**src/design/video_tx_pkg.sv**
```systemverilog
// video segment link package
// shared sizes, frame descriptor, link config and FSM state types
package video_tx_pkg;

	localparam int SEG_BYTES   = 16;                         // payload bytes per segment
	localparam int MAX_SEGS    = 8;                          // largest fragment count
	localparam int HDR_BYTES   = 4;                          // txid, aux, seg hi, seg lo
	localparam int GAP_UNIT    = 16;                         // gap cycles per speed step
	localparam int FRAME_BYTES = HDR_BYTES + SEG_BYTES;      // bytes on the wire per frame
	localparam int PREFETCH    = 2;                          // payload read lead, store latency
	localparam int SEG_IDX_W   = $clog2(SEG_BYTES);          // byte index inside a segment
	localparam int SEG_SEL_W   = $clog2(MAX_SEGS);           // segment select into RAM
	localparam int RAM_DEPTH   = MAX_SEGS * SEG_BYTES;       // whole frame buffer
	localparam int RAM_ADDR_W  = SEG_SEL_W + SEG_IDX_W;
	localparam int FRAME_CNT_W = $clog2(FRAME_BYTES + 1);    // counts 0..FRAME_BYTES

	// one frame as the scheduler hands it out
	typedef struct packed {
		logic [15:0] segment_num;
		logic [7:0]  txid;                                   // 1 = first pass
		logic [7:0]  aux;                                    // round counter
	} frame_desc_t;

	typedef struct packed {
		logic [3:0]  seg_count;                              // 1..8
		logic [2:0]  copies;                                 // 1..4
		logic [11:0] gap;                                    // idle cycles before next frame
	} link_cfg_t;

	// address seen by the video source
	typedef struct packed {
		logic [15:0]          segment_num;
		logic [SEG_IDX_W-1:0] byte_idx;
	} video_index_t;

	typedef enum logic [2:0] {
		S_INIT,
		S_FIRST_WAIT,                                        // txid 1, waiting on gap
		S_FIRST_SENT,
		S_REPEAT_WAIT,                                       // txid 2..copies
		S_REPEAT_SENT
	} sched_state_t;

	typedef enum logic [1:0] {
		TX_IDLE,
		TX_HEADER,
		TX_PAYLOAD
	} sender_state_t;

endpackage

```
**src/design/switch_decode.sv**
```systemverilog
// switch bank decode
// turns the board DIP switches into segment count, copy count and gap
`timescale 1ns/1ps

module switch_decode (
	input  logic [7:0]              switches, // [7:6] fragment, [5:4] copies, [3:0] speed
	output video_tx_pkg::link_cfg_t cfg
);
	import video_tx_pkg::*;

	logic [1:0]  frag_code;
	logic [4:0]  seg_raw;                     // 1 << code, before clamp
	logic [11:0] speed_steps;

	assign frag_code   = switches[7:6];
	assign seg_raw     = 5'd1 << frag_code;
	assign speed_steps = {8'd0, switches[3:0]} + 12'd1; // 1..16 steps

	always_comb begin
		// clamp against the RAM size
		if (seg_raw > 5'(MAX_SEGS))
			cfg.seg_count = 4'(MAX_SEGS);
		else
			cfg.seg_count = seg_raw[3:0];

		cfg.copies = {1'b0, switches[5:4]} + 3'd1; // 1..4 copies
		cfg.gap    = 12'(speed_steps * GAP_UNIT);  // 16..256 cycles
	end

endmodule

```
**src/design/send_control.sv**
```systemverilog
// frame scheduler
// walks aux, txid and segment numbers in order, one send strobe per frame
// paced by the gap timer and held off while the sender is busy
`timescale 1ns/1ps

module send_control (
	input  logic                        clk125MHz,
	input  logic                        RST,
	input  video_tx_pkg::link_cfg_t     cfg,
	input  logic                        busy,          // sender level
	output logic                        start_sending, // one cycle pulse
	output video_tx_pkg::frame_desc_t   desc           // stable until next pulse
);
	import video_tx_pkg::*;

	sched_state_t state;
	logic [11:0]  count;     // idle cycles since busy fell
	logic [15:0]  seg;       // next segment to send
	logic [7:0]   txid;      // current pass
	logic [7:0]   aux;       // current round
	logic         timer_done;
	logic         fire;
	logic         last_seg;
	logic         last_copy;

	assign timer_done = !busy && (count >= cfg.gap);
	assign fire       = timer_done && ((state == S_FIRST_WAIT) || (state == S_REPEAT_WAIT));
	assign last_seg   = seg >= ({12'd0, cfg.seg_count} - 16'd1);
	assign last_copy  = txid >= {5'd0, cfg.copies};

	// gap timer
	always_ff @(posedge clk125MHz) begin
		if (RST) begin
			count <= '0;
		end else if (busy || fire) begin
			count <= '0;               // restart per frame
		end else begin
			count <= count + 12'd1;
		end
	end

	always_ff @(posedge clk125MHz) begin
		if (RST) begin
			state         <= S_INIT;
			seg           <= '0;
			txid          <= 8'd1;
			aux           <= '0;
			start_sending <= 1'b0;
			desc          <= '0;
		end else begin
			start_sending <= 1'b0;     // pulse only on fire
			case (state)
				S_INIT: begin
					seg   <= '0;
					txid  <= 8'd1;
					aux   <= '0;
					state <= S_FIRST_WAIT;
				end

				S_FIRST_WAIT: begin
					if (fire) begin
						start_sending    <= 1'b1;
						desc.segment_num <= seg;
						desc.txid        <= txid;
						desc.aux         <= aux;
						state            <= S_FIRST_SENT;
					end
				end

				S_FIRST_SENT: begin
					if (!last_seg) begin
						seg   <= seg + 16'd1;
						state <= S_FIRST_WAIT;
					end else begin
						seg <= '0;
						if (last_copy) begin // single copy, next round at once
							aux   <= aux + 8'd1;
							state <= S_FIRST_WAIT;
						end else begin
							txid  <= txid + 8'd1;
							state <= S_REPEAT_WAIT;
						end
					end
				end

				S_REPEAT_WAIT: begin
					if (fire) begin
						start_sending    <= 1'b1;
						desc.segment_num <= seg;
						desc.txid        <= txid;
						desc.aux         <= aux;
						state            <= S_REPEAT_SENT;
					end
				end

				S_REPEAT_SENT: begin
					if (!last_seg) begin
						seg   <= seg + 16'd1;
						state <= S_REPEAT_WAIT;
					end else begin
						seg <= '0;
						if (last_copy) begin // round done
							txid  <= 8'd1;
							aux   <= aux + 8'd1;
							state <= S_FIRST_WAIT;
						end else begin
							txid  <= txid + 8'd1;
							state <= S_REPEAT_WAIT;
						end
					end
				end

				default: state <= S_INIT;
			endcase
		end
	end

endmodule

```
**src/design/segment_store.sv**
```systemverilog
// segment buffer
// first pass pulls bytes from the video port and keeps a copy in RAM,
// later passes replay the stored copy, both with a 2 cycle read latency
`timescale 1ns/1ps

module segment_store (
	input  logic                                clk125MHz,
	input  logic                                RST,
	input  video_tx_pkg::frame_desc_t           desc,
	input  logic                                start_sending,
	input  logic                                payload_rd,
	input  logic [video_tx_pkg::SEG_IDX_W-1:0]  payload_idx,
	input  logic [7:0]                          video_data,  // 1 cycle after video_rd
	output logic                                video_rd,
	output video_tx_pkg::video_index_t          video_index,
	output logic [7:0]                          payload_byte // 2 cycles after payload_rd
);
	import video_tx_pkg::*;

	logic [7:0]            mem [RAM_DEPTH];
	logic                  first_pass;   // txid 1 frame in progress
	logic                  rd_d1;        // video byte arrives this cycle
	logic [RAM_ADDR_W-1:0] rd_addr;
	logic [RAM_ADDR_W-1:0] wr_addr;
	logic [7:0]            ram_q;        // replay stage 1
	logic [7:0]            byte_q;       // output stage

	assign rd_addr      = {desc.segment_num[SEG_SEL_W-1:0], payload_idx};
	assign video_rd     = payload_rd && first_pass; // same cycle as the sender read
	assign payload_byte = byte_q;

	assign video_index.segment_num = desc.segment_num;
	assign video_index.byte_idx    = payload_idx;

	// pass type, latched per frame
	always_ff @(posedge clk125MHz) begin
		if (RST) begin
			first_pass <= 1'b0;
			rd_d1      <= 1'b0;
		end else begin
			if (start_sending)
				first_pass <= (desc.txid == 8'd1);
			rd_d1 <= video_rd;
		end
	end

	always_ff @(posedge clk125MHz) begin
		wr_addr <= rd_addr;                  // lines up with video_data
		ram_q   <= mem[rd_addr];
		if (rd_d1)
			mem[wr_addr] <= video_data;      // keep first pass copy
		// video byte or stored byte, one register either way
		byte_q <= first_pass ? video_data : ram_q;
	end

endmodule

```
**src/design/frame_sender.sv**
```systemverilog
// frame serializer
// sends a 4 byte header then the segment payload, one byte per cycle
// payload reads are issued ahead so the bytes run back to back
`timescale 1ns/1ps

module frame_sender (
	input  logic                                clk125MHz,
	input  logic                                RST,
	input  logic                                start_sending,
	input  video_tx_pkg::frame_desc_t           desc,
	input  logic [7:0]                          payload_byte,
	output logic                                payload_rd,
	output logic [video_tx_pkg::SEG_IDX_W-1:0]  payload_idx,
	output logic [7:0]                          tx_byte,
	output logic                                tx_valid,
	output logic                                tx_last,
	output logic                                busy
);
	import video_tx_pkg::*;

	sender_state_t          state;
	frame_desc_t            hdr;       // descriptor of the frame on the wire
	logic [FRAME_CNT_W-1:0] cnt;       // byte being loaded into tx_byte
	logic [FRAME_CNT_W-1:0] rd_offs;
	logic [7:0]             hdr_byte;
	logic [7:0]             next_byte;

	assign busy    = (state != TX_IDLE); // whole frame incl. last byte
	assign rd_offs = cnt - FRAME_CNT_W'(PREFETCH);

	// read PREFETCH cycles before the byte is loaded
	assign payload_rd  = busy && (cnt >= FRAME_CNT_W'(PREFETCH))
		&& (cnt < FRAME_CNT_W'(PREFETCH + SEG_BYTES));
	assign payload_idx = rd_offs[SEG_IDX_W-1:0];

	always_comb begin
		case (cnt[1:0])
			2'd0:    hdr_byte = hdr.txid;
			2'd1:    hdr_byte = hdr.aux;
			2'd2:    hdr_byte = hdr.segment_num[15:8];
			default: hdr_byte = hdr.segment_num[7:0];
		endcase
		next_byte = (state == TX_HEADER) ? hdr_byte : payload_byte;
	end

	always_ff @(posedge clk125MHz) begin
		if (state == TX_IDLE && start_sending)
			hdr <= desc;
		tx_byte <= next_byte;              // header or payload byte
	end

	always_ff @(posedge clk125MHz) begin
		if (RST) begin
			state    <= TX_IDLE;
			cnt      <= '0;
			tx_valid <= 1'b0;
			tx_last  <= 1'b0;
		end else begin
			case (state)
				TX_IDLE: begin
					tx_valid <= 1'b0;
					tx_last  <= 1'b0;
					if (start_sending) begin
						cnt   <= '0;
						state <= TX_HEADER;
					end
				end

				TX_HEADER: begin
					tx_valid <= 1'b1;
					cnt      <= cnt + FRAME_CNT_W'(1);
					if (cnt == FRAME_CNT_W'(HDR_BYTES - 1))
						state <= TX_PAYLOAD;
				end

				TX_PAYLOAD: begin
					if (cnt == FRAME_CNT_W'(FRAME_BYTES)) begin // last byte is out
						tx_valid <= 1'b0;
						tx_last  <= 1'b0;
						state    <= TX_IDLE;
					end else begin
						tx_valid <= 1'b1;
						tx_last  <= (cnt == FRAME_CNT_W'(FRAME_BYTES - 1));
						cnt      <= cnt + FRAME_CNT_W'(1);
					end
				end

				default: state <= TX_IDLE;
			endcase
		end
	end

endmodule

```
**src/design/video_tx_top.sv**
```systemverilog
// video segment link transmitter
// switch decode, frame scheduler, segment buffer and byte serializer
`timescale 1ns/1ps

module video_tx_top (
	input  logic                        clk125MHz,
	input  logic                        RST,
	input  logic [7:0]                  switches,
	input  logic [7:0]                  video_data,
	output logic                        video_rd,
	output video_tx_pkg::video_index_t  video_index,
	output logic [7:0]                  tx_byte,
	output logic                        tx_valid,
	output logic                        tx_last,
	output logic                        busy
);
	import video_tx_pkg::*;

	link_cfg_t              cfg;
	frame_desc_t            desc;
	logic                   start_sending;
	logic                   payload_rd;
	logic [SEG_IDX_W-1:0]   payload_idx;
	logic [7:0]             payload_byte;

	switch_decode switch_decode_i (
		.switches (switches),
		.cfg      (cfg)
	);

	send_control send_control_i (
		.clk125MHz     (clk125MHz),
		.RST           (RST),
		.cfg           (cfg),
		.busy          (busy),          // back-pressure
		.start_sending (start_sending),
		.desc          (desc)
	);

	segment_store segment_store_i (
		.clk125MHz     (clk125MHz),
		.RST           (RST),
		.desc          (desc),
		.start_sending (start_sending),
		.payload_rd    (payload_rd),
		.payload_idx   (payload_idx),
		.video_data    (video_data),
		.video_rd      (video_rd),
		.video_index   (video_index),
		.payload_byte  (payload_byte)
	);

	frame_sender frame_sender_i (
		.clk125MHz     (clk125MHz),
		.RST           (RST),
		.start_sending (start_sending),
		.desc          (desc),
		.payload_byte  (payload_byte),
		.payload_rd    (payload_rd),
		.payload_idx   (payload_idx),
		.tx_byte       (tx_byte),
		.tx_valid      (tx_valid),
		.tx_last       (tx_last),
		.busy          (busy)
	);

endmodule

```
**config.mk**
```make
export PLATFORM = sky130hd
export DESIGN_NAME = video_tx_top
export DESIGN_NICKNAME = d
export VERILOG_FILES = /design/src/design/video_tx_pkg.sv /design/src/design/switch_decode.sv /design/src/design/send_control.sv /design/src/design/segment_store.sv /design/src/design/frame_sender.sv /design/src/design/video_tx_top.sv
export SDC_FILE = /design/constraint.sdc
export NUM_CORES = 1
export LEC_CHECK = 0
export BUFFER_PORTS_ARGS = -buffer_cell sky130_fd_sc_hd__buf_2
export CAP_MARGIN = 20
export CORE_ASPECT_RATIO = 0.75
export CORE_UTILIZATION = 35
export CTS_CLUSTER_DIAMETER = 30
export DETAILED_ROUTE_END_ITERATION = 12
export GPL_ROUTABILITY_DRIVEN = 0
export MAX_ROUTING_LAYER = met4
export PLACE_DENSITY = 0.48
export SETUP_SLACK_MARGIN = 0.15
export SLEW_MARGIN = 20
export SYNTH_ARGS = -nofsm -noshare
export SYNTH_HDL_FRONTEND = slang
export SYNTH_SLANG_ARGS = --single-unit
```
**constraint.sdc**
```tcl
create_clock -name clk125MHz -period 3.3 [get_ports clk125MHz]
set_input_delay 0.495 -clock clk125MHz [delete_from_list [all_inputs] [get_ports clk125MHz]]
set_output_delay 0.495 -clock clk125MHz [all_outputs]
set_load 0.02 [all_outputs]
```
Word level (Yosys, flattened, before mapping)
Memories as Yosys holds them, arrays and structs flattened. A register that Yosys moved wholly into a read port is not among the register bits.
Index checks and enable logic that the tools add are counted.

operators by class
  add/sub/neg operators = 9
  reductions and logical operators = 27
  order comparisons = 6
  muxes and demuxes = 34
  shift operators = 1
  bitwise operators = 1
  equality and inequality tests = 23

operator list
  kind                                                                      count
  8-bit 2-to-1 mux                                                          8
  8-bit case mux with 3 select lines                                        2
  16-bit case mux with 2 select lines                                       1
  16-bit by 1-bit adder with 16-bit output (second input constant)          1
  8-bit by 1-bit adder with 8-bit output (second input constant)            2
  16-bit >= comparator                                                      1
  16-bit 2-to-1 mux                                                         1
  8-bit case mux with 2 select lines                                        1
  3-bit case mux with 5 select lines                                        1
  5-bit case mux with 3 select lines                                        1
  2-bit by 1-bit inequality test with 1-bit output (second input constant)  7
  12-bit by 1-bit adder with 12-bit output (second input constant)          1
  12-bit by 9-bit >= comparator with 1-bit output                           1
  5-bit equality test (second input constant)                               2
  2-bit 2-to-1 mux                                                          5
  5-bit 2-to-1 mux                                                          2
  3-bit 2-to-1 mux                                                          3
  3-bit AND reduction                                                       3
  8-bit by 1-bit equality test with 1-bit output (second input constant)    1
  8-bit by 3-bit >= comparator with 1-bit output                            1
  2-bit inequality test (second input constant)                             4
  2-bit OR reduction                                                        4
  3-bit by 2-bit equality test with 1-bit output (second input constant)    2
  1-bit logical AND                                                         6
  other kinds (28)                                                          40

storage, ports and cells
  flip-flop bits (word level) = 146
  output and inout port bits = 32
  word-level logic and storage cells = 123
  memories kept = 1
  bits in writable memories = 1024
  input port bits = 18

memories
  name                 words  bits a word  rd ports  clocked after Yosys merged registers in  write ports  RTL line             RTL
  segment_store_i.mem  128    8            1         1                                        1            segment_store.sv:20  logic [7:0] mem [RAM_DEPTH];

Logic depth before layout (Yosys ltp)
Gate-level depths: netlist of run 1.

  depth in word-level cells = 7
  gate-level depth with buffers = 13
  gate-level depth less buffers = 9

By module
Synthesis of run 1 repeated with hierarchy kept, for this count alone.

second synthesis, totals
  cell total of the unflattened synthesis = 2329
  area total of the unflattened synthesis = 46693.5 um^2

by module, submodules not included
  module         sequential area each (um^2)  cells an instance  area an instance (um^2)  instances
  segment_store  31250.0                      1688               40266.1                  1
  send_control   1601.5                       469                4217.8                   1
  frame_sender   1301.2                       152                2063.2                   1
  switch_decode  0.0                          20                 146.4                    1

Least setup slack after synthesis of run 1
No wires, ideal clock.

  kind = reg-to-reg
  from = register frame_sender_i.cnt[1]
  to = register segment_store_i.ram_q[0], read port of segment_store_i.mem
  setup time = 0.116 ns
  setup slack = 0.114 ns
  data arrival time = 3.071 ns
  required time = 3.184 ns
  clock period less this slack = 3.186 ns
  buffers on the path = 6
  cell stages (with the launch flop) = 14
  cell sequence = dfxtp_1 clkbuf_1 clkbuf_1 inv_1 ha_1 buf_2 buf_4 buf_2 buf_1 mux4_2 nand2_1 nand3_1 nand4_1 nor3_1

RTL lines
  element                 RTL line             RTL
  start, declared         frame_sender.sv:23   logic [FRAME_CNT_W-1:0] cnt;
  start signal, assigned  frame_sender.sv:71   cnt <= cnt + FRAME_CNT_W'(1);
  start signal, assigned  frame_sender.sv:84   cnt <= cnt + FRAME_CNT_W'(1);
  end, declared           segment_store.sv:25  logic [7:0] ram_q;

Final worst setup path of run 1
  from = register frame_sender_i.cnt[2]
  to = register segment_store_i.ram_q[1], read port of segment_store_i.mem

between the ends
  word-level cells in the longest chain between the ends = 1

ends and longest elaborated chain
  element                                      RTL line            RTL
  4-bit by 2-bit subtractor with 4-bit output  frame_sender.sv:29  assign rd_offs = cnt - FRAME_CNT_W'(PREFETCH);

Every way passes these cells.
A chain may end at the register's enable or synchronous reset.

==> reports/summary.log, run 1 <==
qor: outcome.outcome finished, final reports clean
qor: sta.layout_min_cycle_time 3030 ps
qor: pwr.p_leak 18.4 nW
qor: logic_synthesis.asyncSetResetFlopFracSynth 0
qor: logic_synthesis.synth_top_cells_by_count edfxtp_1, mux4_2, nor2_1, dfxtp_1, nand2_1
qor: logic_synthesis.ys_types 63
qor: detailed_routing.drt-wirelength-per-cell 26.6 microns
qor: clock_tree.max-clock-path-buffers 3
qor: place.detailed_place.area 49,200 sq um
qor: critical_path.maximum_fanout_encountered_on_the_critical_timing_path 10
qor: sta.setup_violations 0
qor: floorplanning.initial_core_util 0.354
qor: critical_path.crit_arrival 3740 ps
qor: sta.finalMaxSlewViolations 0
qor: clock_tree.latest_clock_arrival_within_the_worst_skew_pair 790 ps
qor: clock_tree.quantity_of_hold_fixing_buffers_added_after_cts 0
qor: logic_synthesis.ys_dominant_reg_cell edfxtp_1
qor: floorplanning.die_outline_area 132,000 sq um
qor: pwr.ir_drop_worst_vdd 445 uV
qor: detailed_routing.drt_first_pass_iters 5
qor: grt.gr-usage-all-layers 0.196
qor: final_layout.layout.core_utilization 0.436
qor: worst_hold_path.worstHoldPathType input port to register
qor: logic_synthesis.synth-seq-cells 1,178
qor: sta.clock-skew-final 28.0 ps
qor: worst_hold_path.timing.hold.worst_endpoint segment_store_i.mem[57][0]
qor: critical_path.critPathLaunchType register
qor: logic_synthesis.synth_enable_flop_cells 1,056
qor: floorplanning.die_height 315 microns
qor: critical_path.reg2reg_setup_slack 270 ps
qor: logic_synthesis.synth.net_count 2,472
qor: critical_path.r2r_cells 9
qor: sta.rsz0062_at_grt yes
qor: floorplanning.fp.coreArea 129,000 sq um
qor: sta.timing.slew.headroom 0.290
qor: final_layout.regArea 34,200 sq um
qor: place.io_buffers 49
qor: logic_synthesis.leading_cell_type_by_number_of_instances_after_synthesis edfxtp_1
qor: logic_synthesis.synth_top_cell_area_share 0.694
qor: logic_synthesis.area_leader_netlist edfxtp_1
qor: sta.final-hold-violation-count 0
qor: logic_synthesis.synth_warnings 0
qor: grt.grt_start_max_net_pins 74
qor: sta.max_slew.worst_pin.slew 1060 ps
qor: detailed_routing.initialDrtViolationCount 2,580
qor: clock_tree.cts_made_buffers 206
qor: critical_path.timing.critical_path.required 4000 ps
qor: grt.grt_util_met2 0.266
qor: place.hpwlAfterDp 79,400 microns
qor: final_layout.finish.instance_area 56,300 sq um
qor: critical_path.worst_r2r_endpoint segment_store_i.ram_q[1]
qor: worst_hold_path.worst_hold_path.num_cells 1
qor: grt.grt_antenna_before_repair 4
qor: sta.final.period_utilization 0.919
qor: logic_synthesis.netlist_instances 2,424
qor: logic_synthesis.synthesis.area 45,700 sq um
qor: critical_path.setup.worst_path.class register to register
qor: detailed_routing.post-route-drc-count 0
qor: run.count_of_max_cap_constraint_violations 0
qor: final_layout.final_net_count 2,792
qor: floorplanning.number_of_top_level_design_ports 50
qor: logic_synthesis.synthTopCellsByArea edfxtp_1, mux4_2, dfxtp_1
qor: detailed_routing.via_per_inst 5.28
qor: floorplanning.dieWidth 419 microns
qor: logic_synthesis.yosysSeqAreaShare 0.748
qor: clock_tree.cts_sinks 1,178
qor: critical_path.r2r_start frame_sender_i.cnt[2]
qor: clock_tree.cts_tree built
qor: detailed_routing.wirelength 124,000 microns
qor: grt.gr-usage-met3 0.0426
qor: final_layout.layout-drive-gt1-share 0.312
qor: final_layout.synth_to_final_area_change 23.2%
qor: worst_hold_path.startpoint_of_the_tightest_hold_check_path video_data[0]
qor: final_layout.multi_input_area 10,800 sq um
qor: final_layout.final.fill_count 11.2k
qor: sta.worst_hold_slack 101 ps
qor: clock_tree.root_buffer clkbuf_16
qor: clock_tree.worst_setup_hold_path_clk_slew 50 ps
qor: critical_path.timing.critical_path.to_type register
qor: clock_tree.htree_num_levels 4
qor: logic_synthesis.post_synth.cell_area_avg 18.8 sq um
qor: grt.use_met1 0.291
qor: detailed_routing.num_vias 24.6k
qor: pwr.power.density_cell_area 721 nW/um^2
qor: detailed_routing.ant_nets 0
qor: grt.leftover_overflow_at_the_end_of_global_routing 0
qor: floorplanning.row_count 114
qor: sta.max_freq 330 MHz
qor: grt.grt_pass1_vias 24.8k
qor: grt.grt_pass1_wl 180,000 microns
qor: grt.gr-max-usage-layer met1
## worst max-delay path by stage
stage | end | slack [ps] | from
after floorplan | segment_store_i.ram_q[0] | 160 | frame_sender_i.cnt[1]
after global placement | segment_store_i.ram_q[1] | -200 | frame_sender_i.cnt[2]
after detailed placement | segment_store_i.ram_q[1] | -230 | frame_sender_i.cnt[2]
after CTS | segment_store_i.ram_q[1] | 90 | frame_sender_i.cnt[2]
after global routing | segment_store_i.ram_q[0] | 130 | frame_sender_i.cnt[2]
final | segment_store_i.ram_q[1] | 270 | frame_sender_i.cnt[2]
## worst max-delay path, cell delays in order (launching register included)
cell and delay (ps):
dfxtp_1 390, inv_1 160, ha_4 220, xnor2_4 310, inv_4 170, nand3_1 340, o22ai_1 220, nor4_1 540
nand4_1 300, nor3_1 270
## registers in the layout, indices dropped and copies added, names as in the netlist
| register | count |
|---|---|
| frame_sender_i.tx_byte | 8 |
| frame_sender_i.state | 2 |
| send_control_i.state | 3 |
| send_control_i.start_sending | 1 |
| send_control_i.txid | 8 |
| frame_sender_i.tx_last | 1 |
| frame_sender_i.cnt | 5 |
| segment_store_i.wr_addr | 7 |
| segment_store_i.ram_q | 8 |
| segment_store_i.mem | 1024 |
| send_control_i.count | 12 |
| segment_store_i.rd_d1 | 1 |
| frame_sender_i.hdr | 32 |
| send_control_i.aux | 8 |
| send_control_i.desc | 32 |
| send_control_i.seg | 16 |
| frame_sender_i.tx_valid | 1 |
| segment_store_i.first_pass | 1 |
| segment_store_i.payload_byte | 8 |
## logic make-up after synthesis
| logic type | share of synthesized area |
|---|---|
| multiplexers | 0.142 |
| adder cells (fa/ha/maj) | 0.00822 |
| XOR/XNOR | 0.00425 |
| other | 0.0000821 |
| AO/OA/AOI/OAI | 0.0216 |
| AND/OR/NAND/NOR | 0.0576 |
| buffers and inverters | 0.0182 |
| flip-flops | 0.748 |
## per-stage QoR
step	worst slack (ps)	power, W	setup TNS, ps	instances
global placement	-200	0.0201	-200	4272
detailed placement	-230	0.0201	-230	4272
floorplan	159	0.0190	0	2424
CTS	86.1	0.0410	0	4663
finish	267	0.0406	0	4666
global route	128	0.0418	0	4664
## final cells by class
type,instances,area share
flip-flops and latches,1178,0.607
multi-input cells,1086,0.191
clock buffers,230,0.0960
well taps,1740,0.0387
repair buffers,249,0.0376
clock inverters,158,0.0274
inverters,23,0.00158
diodes,2,0.0000890
## power breakdown
part | total, W | switching (W) | internal [W]
clock | 0.0208 | 0.00770 | 0.0131
sequential | 0.0165 | 0.000117 | 0.0164
combinational | 0.00326 | 0.00175 | 0.00151
total | 0.0406 | 0.00957 | 0.0310
## metal layers
layer  up-vias  part of all wire  routed length (microns)
li1      10517                 -                        -
met1     13067              0.48                    59200
met2       881              0.43                    53700
met3       173             0.068                     8450
met4         0             0.021                     2550
met5         -                 0                        0
## cell usage in the layout (no fill, tap or decap), drive strengths merged, types with 4 or more instances in the layout
| cell | count |
|---|---|
| clkbuf | 231 |
| o21ai | 12 |
| nand2 | 121 |
| nor2b | 15 |
| edfxtp | 1056 |
| xor2 | 13 |
| ha | 30 |
| a222oi | 8 |
| nor3b | 4 |
| and3 | 10 |
| buf | 248 |
| inv | 56 |
| bufinv | 15 |
| nand2b | 13 |
| or3 | 4 |
| a31oi | 5 |
| mux2 | 17 |
| dfxtp | 122 |
| nand4 | 32 |
| a211oi | 4 |
| xnor2 | 7 |
| clkinvlp | 34 |
| nand3 | 85 |
| o22ai | 64 |
| a21oi | 21 |
| mux4 | 265 |
| clkinv | 76 |
| nor4 | 24 |
| and2 | 11 |
| mux2i | 33 |
| nor2 | 218 |
| nor3 | 31 |
## timing repair
action	4_1_cts	5_1_grt
hold endpoints to repair	0	0
pin swaps	1	0
setup buffers	3	0
gates cloned	0	1
endpoints found under the setup margin	7	8
resized for setup	7	8
No activity file was read; power rests on OpenSTA's default activity.
==> run 2, diff against run 1 <==
--- a/config.mk
+++ b/config.mk
@@ -12,6 +12,7 @@
 export CTS_CLUSTER_DIAMETER = 30
 export DETAILED_ROUTE_END_ITERATION = 12
 export GPL_ROUTABILITY_DRIVEN = 0
+export GPL_TIMING_DRIVEN = 0
 export MAX_ROUTING_LAYER = met4
 export PLACE_DENSITY = 0.48
 export SETUP_SLACK_MARGIN = 0.15
==> reports/summary.log, run 2 (synthesis results as in run 1) <==
qor: critical_path.timing.critical_path.to_type register
qor: sta.final-hold-violation-count 0
qor: clock_tree.root_buffer clkbuf_16
qor: grt.gr-usage-all-layers 0.198
qor: grt.grt_start_max_net_pins 94
qor: final_layout.layout_common_cells edfxtp_1, mux4_2, clkbuf_16, nor2_1, nand2_1
qor: grt.grt_pass1_wl 180,000 microns
qor: detailed_routing.post-route-drc-count 0
qor: floorplanning.fp.coreArea 129,000 sq um
qor: clock_tree.worst_setup_hold_path_clk_slew 50 ps
qor: critical_path.setup.worst_path.class register to register
qor: floorplanning.initial_core_util 0.354
qor: floorplanning.die_outline_area 132,000 sq um
qor: sta.setup_violations 0
qor: pwr.power.total 0.0408 W
qor: clock_tree.latest_clock_arrival_within_the_worst_skew_pair 810 ps
qor: sta.layout_min_cycle_time 3290 ps
qor: critical_path.crit_arrival 4000 ps
qor: place.io_buffers 48
qor: final_layout.insertedDiodeCount 0
qor: sta.finalMaxSlewViolations 0
qor: place.hpwlAfterDp 83,700 microns
qor: final_layout.largest_register_ff_count 1,024
qor: sta.worst_hold_slack 97.5 ps
qor: worst_hold_path.worstHoldPathType input port to register
qor: critical_path.critPathLaunchType register
qor: sta.clock-skew-final 20.6 ps
qor: detailed_routing.drt_first_pass_iters 6
qor: critical_path.timing.critical_path.required 4000 ps
qor: final_layout.max_flop_register segment_store_i.mem
qor: sta.timing.slew.headroom 0.244
qor: floorplanning.row_count 114
qor: final_layout.final_net_count 2,756
qor: final_layout.biggestRegsByFlops segment_store_i.mem (1024), frame_sender_i.hdr (32), send_control_i.desc (32)
qor: detailed_routing.drt-wirelength-per-cell 27.1 microns
qor: final_layout.layout_commonest_cell edfxtp_1
qor: final_layout.synth_to_final_area_change 23.6%
qor: critical_path.maximum_fanout_encountered_on_the_critical_timing_path 8
qor: grt.gr-max-usage-layer met2
qor: final_layout.final.fill_count 11.1k
qor: grt.grt_util_met2 0.293
qor: pwr.power.density_cell_area 722 nW/um^2
qor: floorplanning.dieWidth 419 microns
qor: detailed_routing.initialDrtViolationCount 2,383
qor: sta.max_slew.worst_pin.slew 1130 ps
qor: pwr.p_leak 18.2 nW
qor: grt.gr-usage-met3 0.0419
qor: clock_tree.cts_made_buffers 199
qor: clock_tree.max-clock-path-buffers 3
qor: detailed_routing.ant_nets 0
qor: outcome.outcome finished, final reports clean
qor: sta.final.period_utilization 0.998
qor: grt.grt_pass1_vias 25.1k
qor: final_layout.layout-drive-gt1-share 0.331
qor: clock_tree.cts_sinks 1,178
qor: clock_tree.cts_tree built
qor: sta.rsz0062_at_grt yes
qor: run.count_of_max_cap_constraint_violations 0
qor: detailed_routing.via_per_inst 5.28
qor: detailed_routing.num_vias 24.4k
qor: pwr.ir_drop_worst_vdd 570 uV
qor: sta.max_freq 304 MHz
qor: grt.use_met1 0.277
qor: floorplanning.die_height 315 microns
qor: clock_tree.quantity_of_hold_fixing_buffers_added_after_cts 0
qor: grt.leftover_overflow_at_the_end_of_global_routing 0
qor: grt.grt_antenna_before_repair 4
qor: floorplanning.number_of_top_level_design_ports 50
qor: detailed_routing.wirelength 125,000 microns
qor: clock_tree.htree_num_levels 4
[run 2: through the flow]
step | area, sq um | setup WS [ps] | std cells | utilization | TNS [ps]
2_1_floorplan | 45700 | 159 | 2424 | - | 0
3_3_place_gp | 48100 | -3150 | 4212 | 0.373 | -39340
3_5_place_dp | 48500 | -2840 | 4223 | 0.376 | -38720
4_1_cts | 56100 | 30.5 | 4613 | 0.435 | 0
5_1_grt | 56500 | -36.2 | 4616 | 0.437 | -47.3
6_report | 56500 | 7.76 | 4616 | 0.437 | 0
[run 2: final timing paths]
| kind | from | to | slack, ps | cells after the start |
|---|---|---|---|---|
| worst max-delay path | frame_sender_i.cnt[1] | segment_store_i.ram_q[3] | 8 | 13 |
| worst min-delay path | video_data[7] | segment_store_i.mem[117][7] | 100 | 1 |
| worst min register to register | send_control_i.desc[3] | frame_sender_i.hdr[3] | 430 | 0 |
| worst max register to register | frame_sender_i.cnt[1] | segment_store_i.ram_q[3] | 8 | 13 |
[run 2: final cells by class]
type                            instances  area [sq um]  area share
Multi-Input combinational cell       1086         11400       0.201
Clock inverter                        151          1740      0.0309
Clock buffer                          218          5080      0.0900
Buffer                                137          1100      0.0194
Inverter                               23          98.8     0.00175
Timing Repair Buffer                   83           737      0.0131
Sequential cell                      1178         34200       0.605
Tap cell                             1740          2180      0.0386
[run 2: worst max-delay path, stage by stage (launching register included)]
cell,delay (ps)
dfxtp_4,380
clkbuf_16,140
clkbuf_16,130
clkinvlp_4,90
ha_4,190
xnor2_4,270
inv_6,110
buf_12,160
buf_4,140
nand3_4,170
o22ai_2,170
nor4_4,630
nand4_1,310
nor3_2,270
[run 2: power breakdown]
| part | internal [W] | switching (W) | total [W] | leakage (nW) |
|---|---|---|---|---|
| registers | 0.0164 | 0.0000768 | 0.0164 | 10.4 |
| logic | 0.00160 | 0.00194 | 0.00354 | 4.50 |
| clock network | 0.0132 | 0.00763 | 0.0208 | 3.29 |
| total | 0.0311 | 0.00964 | 0.0408 | 18.2 |
[run 2: routing by layer]
layer / wire, microns / vias to the layer above
met5: 0 / -
met4: 2670 / 0
met3: 8310 / 193
met2: 56900 / 837
met1: 57200 / 12910
li1: - / 10417
[run 2: timing repair]
item                       CTS  global route
buffers inserted            21             3
gates resized for setup    143            95
pin swaps                   11            21
setup endpoints to repair   68           301
==> run 3, diff against run 2 <==
--- a/config.mk
+++ b/config.mk
@@ -7,7 +7,7 @@
 export LEC_CHECK = 0
 export BUFFER_PORTS_ARGS = -buffer_cell sky130_fd_sc_hd__buf_2
 export CAP_MARGIN = 20
-export CORE_ASPECT_RATIO = 0.75
+export CORE_ASPECT_RATIO = 1.4
 export CORE_UTILIZATION = 35
 export CTS_CLUSTER_DIAMETER = 30
 export DETAILED_ROUTE_END_ITERATION = 12
==> reports/summary.log, run 3 (synthesis results as in run 1) <==
qor: detailed_routing.ant_nets 0
qor: final_layout.stdcell_count 4,628
qor: detailed_routing.drt-wirelength-per-cell 27.6 microns
qor: critical_path.r2r_start frame_sender_i.cnt[1]
qor: critical_path.setup.worst_path.class register to register
qor: sta.rsz0062_at_grt yes
qor: place.placed_cell_count 4,223
qor: floorplanning.number_of_top_level_design_ports 50
qor: critical_path.r2r_cells 12
qor: final_layout.layout_common_cells edfxtp_1, mux4_2, nor2_1, clkbuf_16, nand2_1
qor: detailed_routing.post-route-drc-count 0
qor: critical_path.setup.worst_path.start frame_sender_i.cnt[1]
qor: clock_tree.worst_setup_hold_path_clk_slew 60 ps
qor: outcome.outcome finished, final reports clean
qor: floorplanning.dieWidth 307 microns
qor: critical_path.crit_arrival 3870 ps
qor: final_layout.layout_commonest_cell edfxtp_1
qor: final_layout.layout-drive-gt1-share 0.308
qor: final_layout.finish.instance_area 56,200 sq um
qor: sta.max_freq 312 MHz
qor: clock_tree.root_buffer clkbuf_16
qor: clock_tree.max-clock-path-buffers 3
qor: floorplanning.fp.coreArea 129,000 sq um
qor: floorplanning.row_count 156
qor: floorplanning.initial_core_util 0.353
qor: grt.grt_antenna_before_repair 1
qor: critical_path.maximum_fanout_encountered_on_the_critical_timing_path 10
qor: clock_tree.cts_made_buffers 201
qor: sta.clock-skew-final 35.7 ps
qor: detailed_routing.initialDrtViolationCount 1,880
qor: worst_hold_path.worstHoldPathType input port to register
qor: sta.layout_min_cycle_time 3200 ps
qor: detailed_routing.via_per_inst 5.19
qor: grt.grt_pass1_wl 183,000 microns
qor: clock_tree.htree_num_levels 4
qor: sta.final-hold-violation-count 0
qor: grt.gr-usage-all-layers 0.202
qor: worst_hold_path.worst_hold_path.num_cells 1
qor: grt.leftover_overflow_at_the_end_of_global_routing 0
qor: sta.setup_violations 0
qor: sta.timing.slew.headroom 0.233
qor: place.io_buffers 48
qor: clock_tree.cts_sinks 1,178
qor: place.hpwlAfterDp 85,800 microns
qor: sta.max_slew.worst_pin.slew 1150 ps
qor: pwr.ir_drop_worst_vdd 457 uV
qor: final_layout.final_net_count 2,760
qor: clock_tree.quantity_of_hold_fixing_buffers_added_after_cts 0
qor: pwr.p_leak 18.2 nW
qor: worst_hold_path.startpoint_of_the_tightest_hold_check_path video_data[3]
qor: critical_path.timing.critical_path.to_type register
qor: run.count_of_max_cap_constraint_violations 0
qor: critical_path.critPathLaunchType register
qor: critical_path.timing.critical_path.required 3970 ps
qor: final_layout.max_flop_register segment_store_i.mem
qor: clock_tree.cts_tree built
qor: place.detailed_place.area 48,500 sq um
qor: final_layout.biggestRegsByFlops segment_store_i.mem (1024), frame_sender_i.hdr (32), send_control_i.desc (32)
qor: grt.grt_start_max_net_pins 92
qor: sta.final.period_utilization 0.970
qor: clock_tree.latest_clock_arrival_within_the_worst_skew_pair 800 ps
qor: detailed_routing.num_vias 24.0k
qor: grt.grt_pass1_vias 25.5k
qor: floorplanning.die_height 429 microns
qor: final_layout.largest_register_ff_count 1,024
qor: detailed_routing.drt_first_pass_iters 5
qor: final_layout.synth_to_final_area_change 23.1%
qor: detailed_routing.wirelength 128,000 microns
qor: floorplanning.die_outline_area 132,000 sq um
qor: sta.worst_hold_slack 91.2 ps
qor: sta.finalMaxSlewViolations 0
qor: pwr.power.density_cell_area 721 nW/um^2
run 3: layout make-up:
class / count / area [sq um]
clock buffer: 222 / 5170
clock inverter: 158 / 1650
tap: 1738 / 2170
antenna: 1 / 2.50
multi-input combinational: 1086 / 11100
buffer: 137 / 1050
inverter: 23 / 103
fill: 11345 / 73000
sequential: 1178 / 34200
timing repair buffer: 85 / 771
run 3: stage by stage:
stage / setup WS [ps] / power (W) / utilization / TNS (ps)
after floorplan: 159 / 0.0190 / - / 0
after global placement: -2840 / 0.0202 / 0.372 / -41880
after detailed placement: -2870 / 0.0202 / 0.375 / -43370
after CTS: 60.9 / 0.0410 / 0.434 / 0
after global routing: 53.9 / 0.0418 / 0.435 / 0
final: 97.5 / 0.0406 / 0.435 / 0
run 3: report_power, final:
group          internal, W  leakage (nW)  switching, W
Combinational      0.00159          4.48       0.00194
Clock               0.0128          3.28       0.00779
Sequential          0.0164          10.4     0.0000823
Total               0.0307          18.2       0.00981
run 3: worst paths after layout:
path | end | slack, ps
worst max-delay path | segment_store_i.ram_q[3] | 100
worst min-delay path | segment_store_i.mem[20][3] | 90
worst max register to register | segment_store_i.ram_q[3] | 100
worst min register to register | segment_store_i.wr_addr[0] | 430
run 3: repair_timing:
item	4_1_cts	5_1_grt
pin swaps	4	8
gates resized for setup	134	28
buffers inserted	19	3
setup endpoints to repair	32	11
endpoints found under the hold margin	0	0
run 3: metal layers:
| layer | vias up | GRT usage | share of wire |
|---|---|---|---|
| met1 | 12680 | 0.228 | 0.38 |
| met3 | 224 | 0.0358 | 0.047 |
| met5 | - | - | 0 |
| met4 | 0 | 0.0765 | 0.037 |
| li1 | 10429 | - | - |
| met2 | 667 | 0.356 | 0.54 |
run 3: worst max-delay path, stage by stage (launching register included):
cell and delay (ps):
dfxtp_4 360, clkbuf_16 140, clkbuf_16 140, clkinvlp_4 100, ha_4 290, buf_8 130
buf_4 280, buf_4 280, mux4_2 360, o22ai_1 530, nor4_2 120, nand4_1 220
nor3_1 80
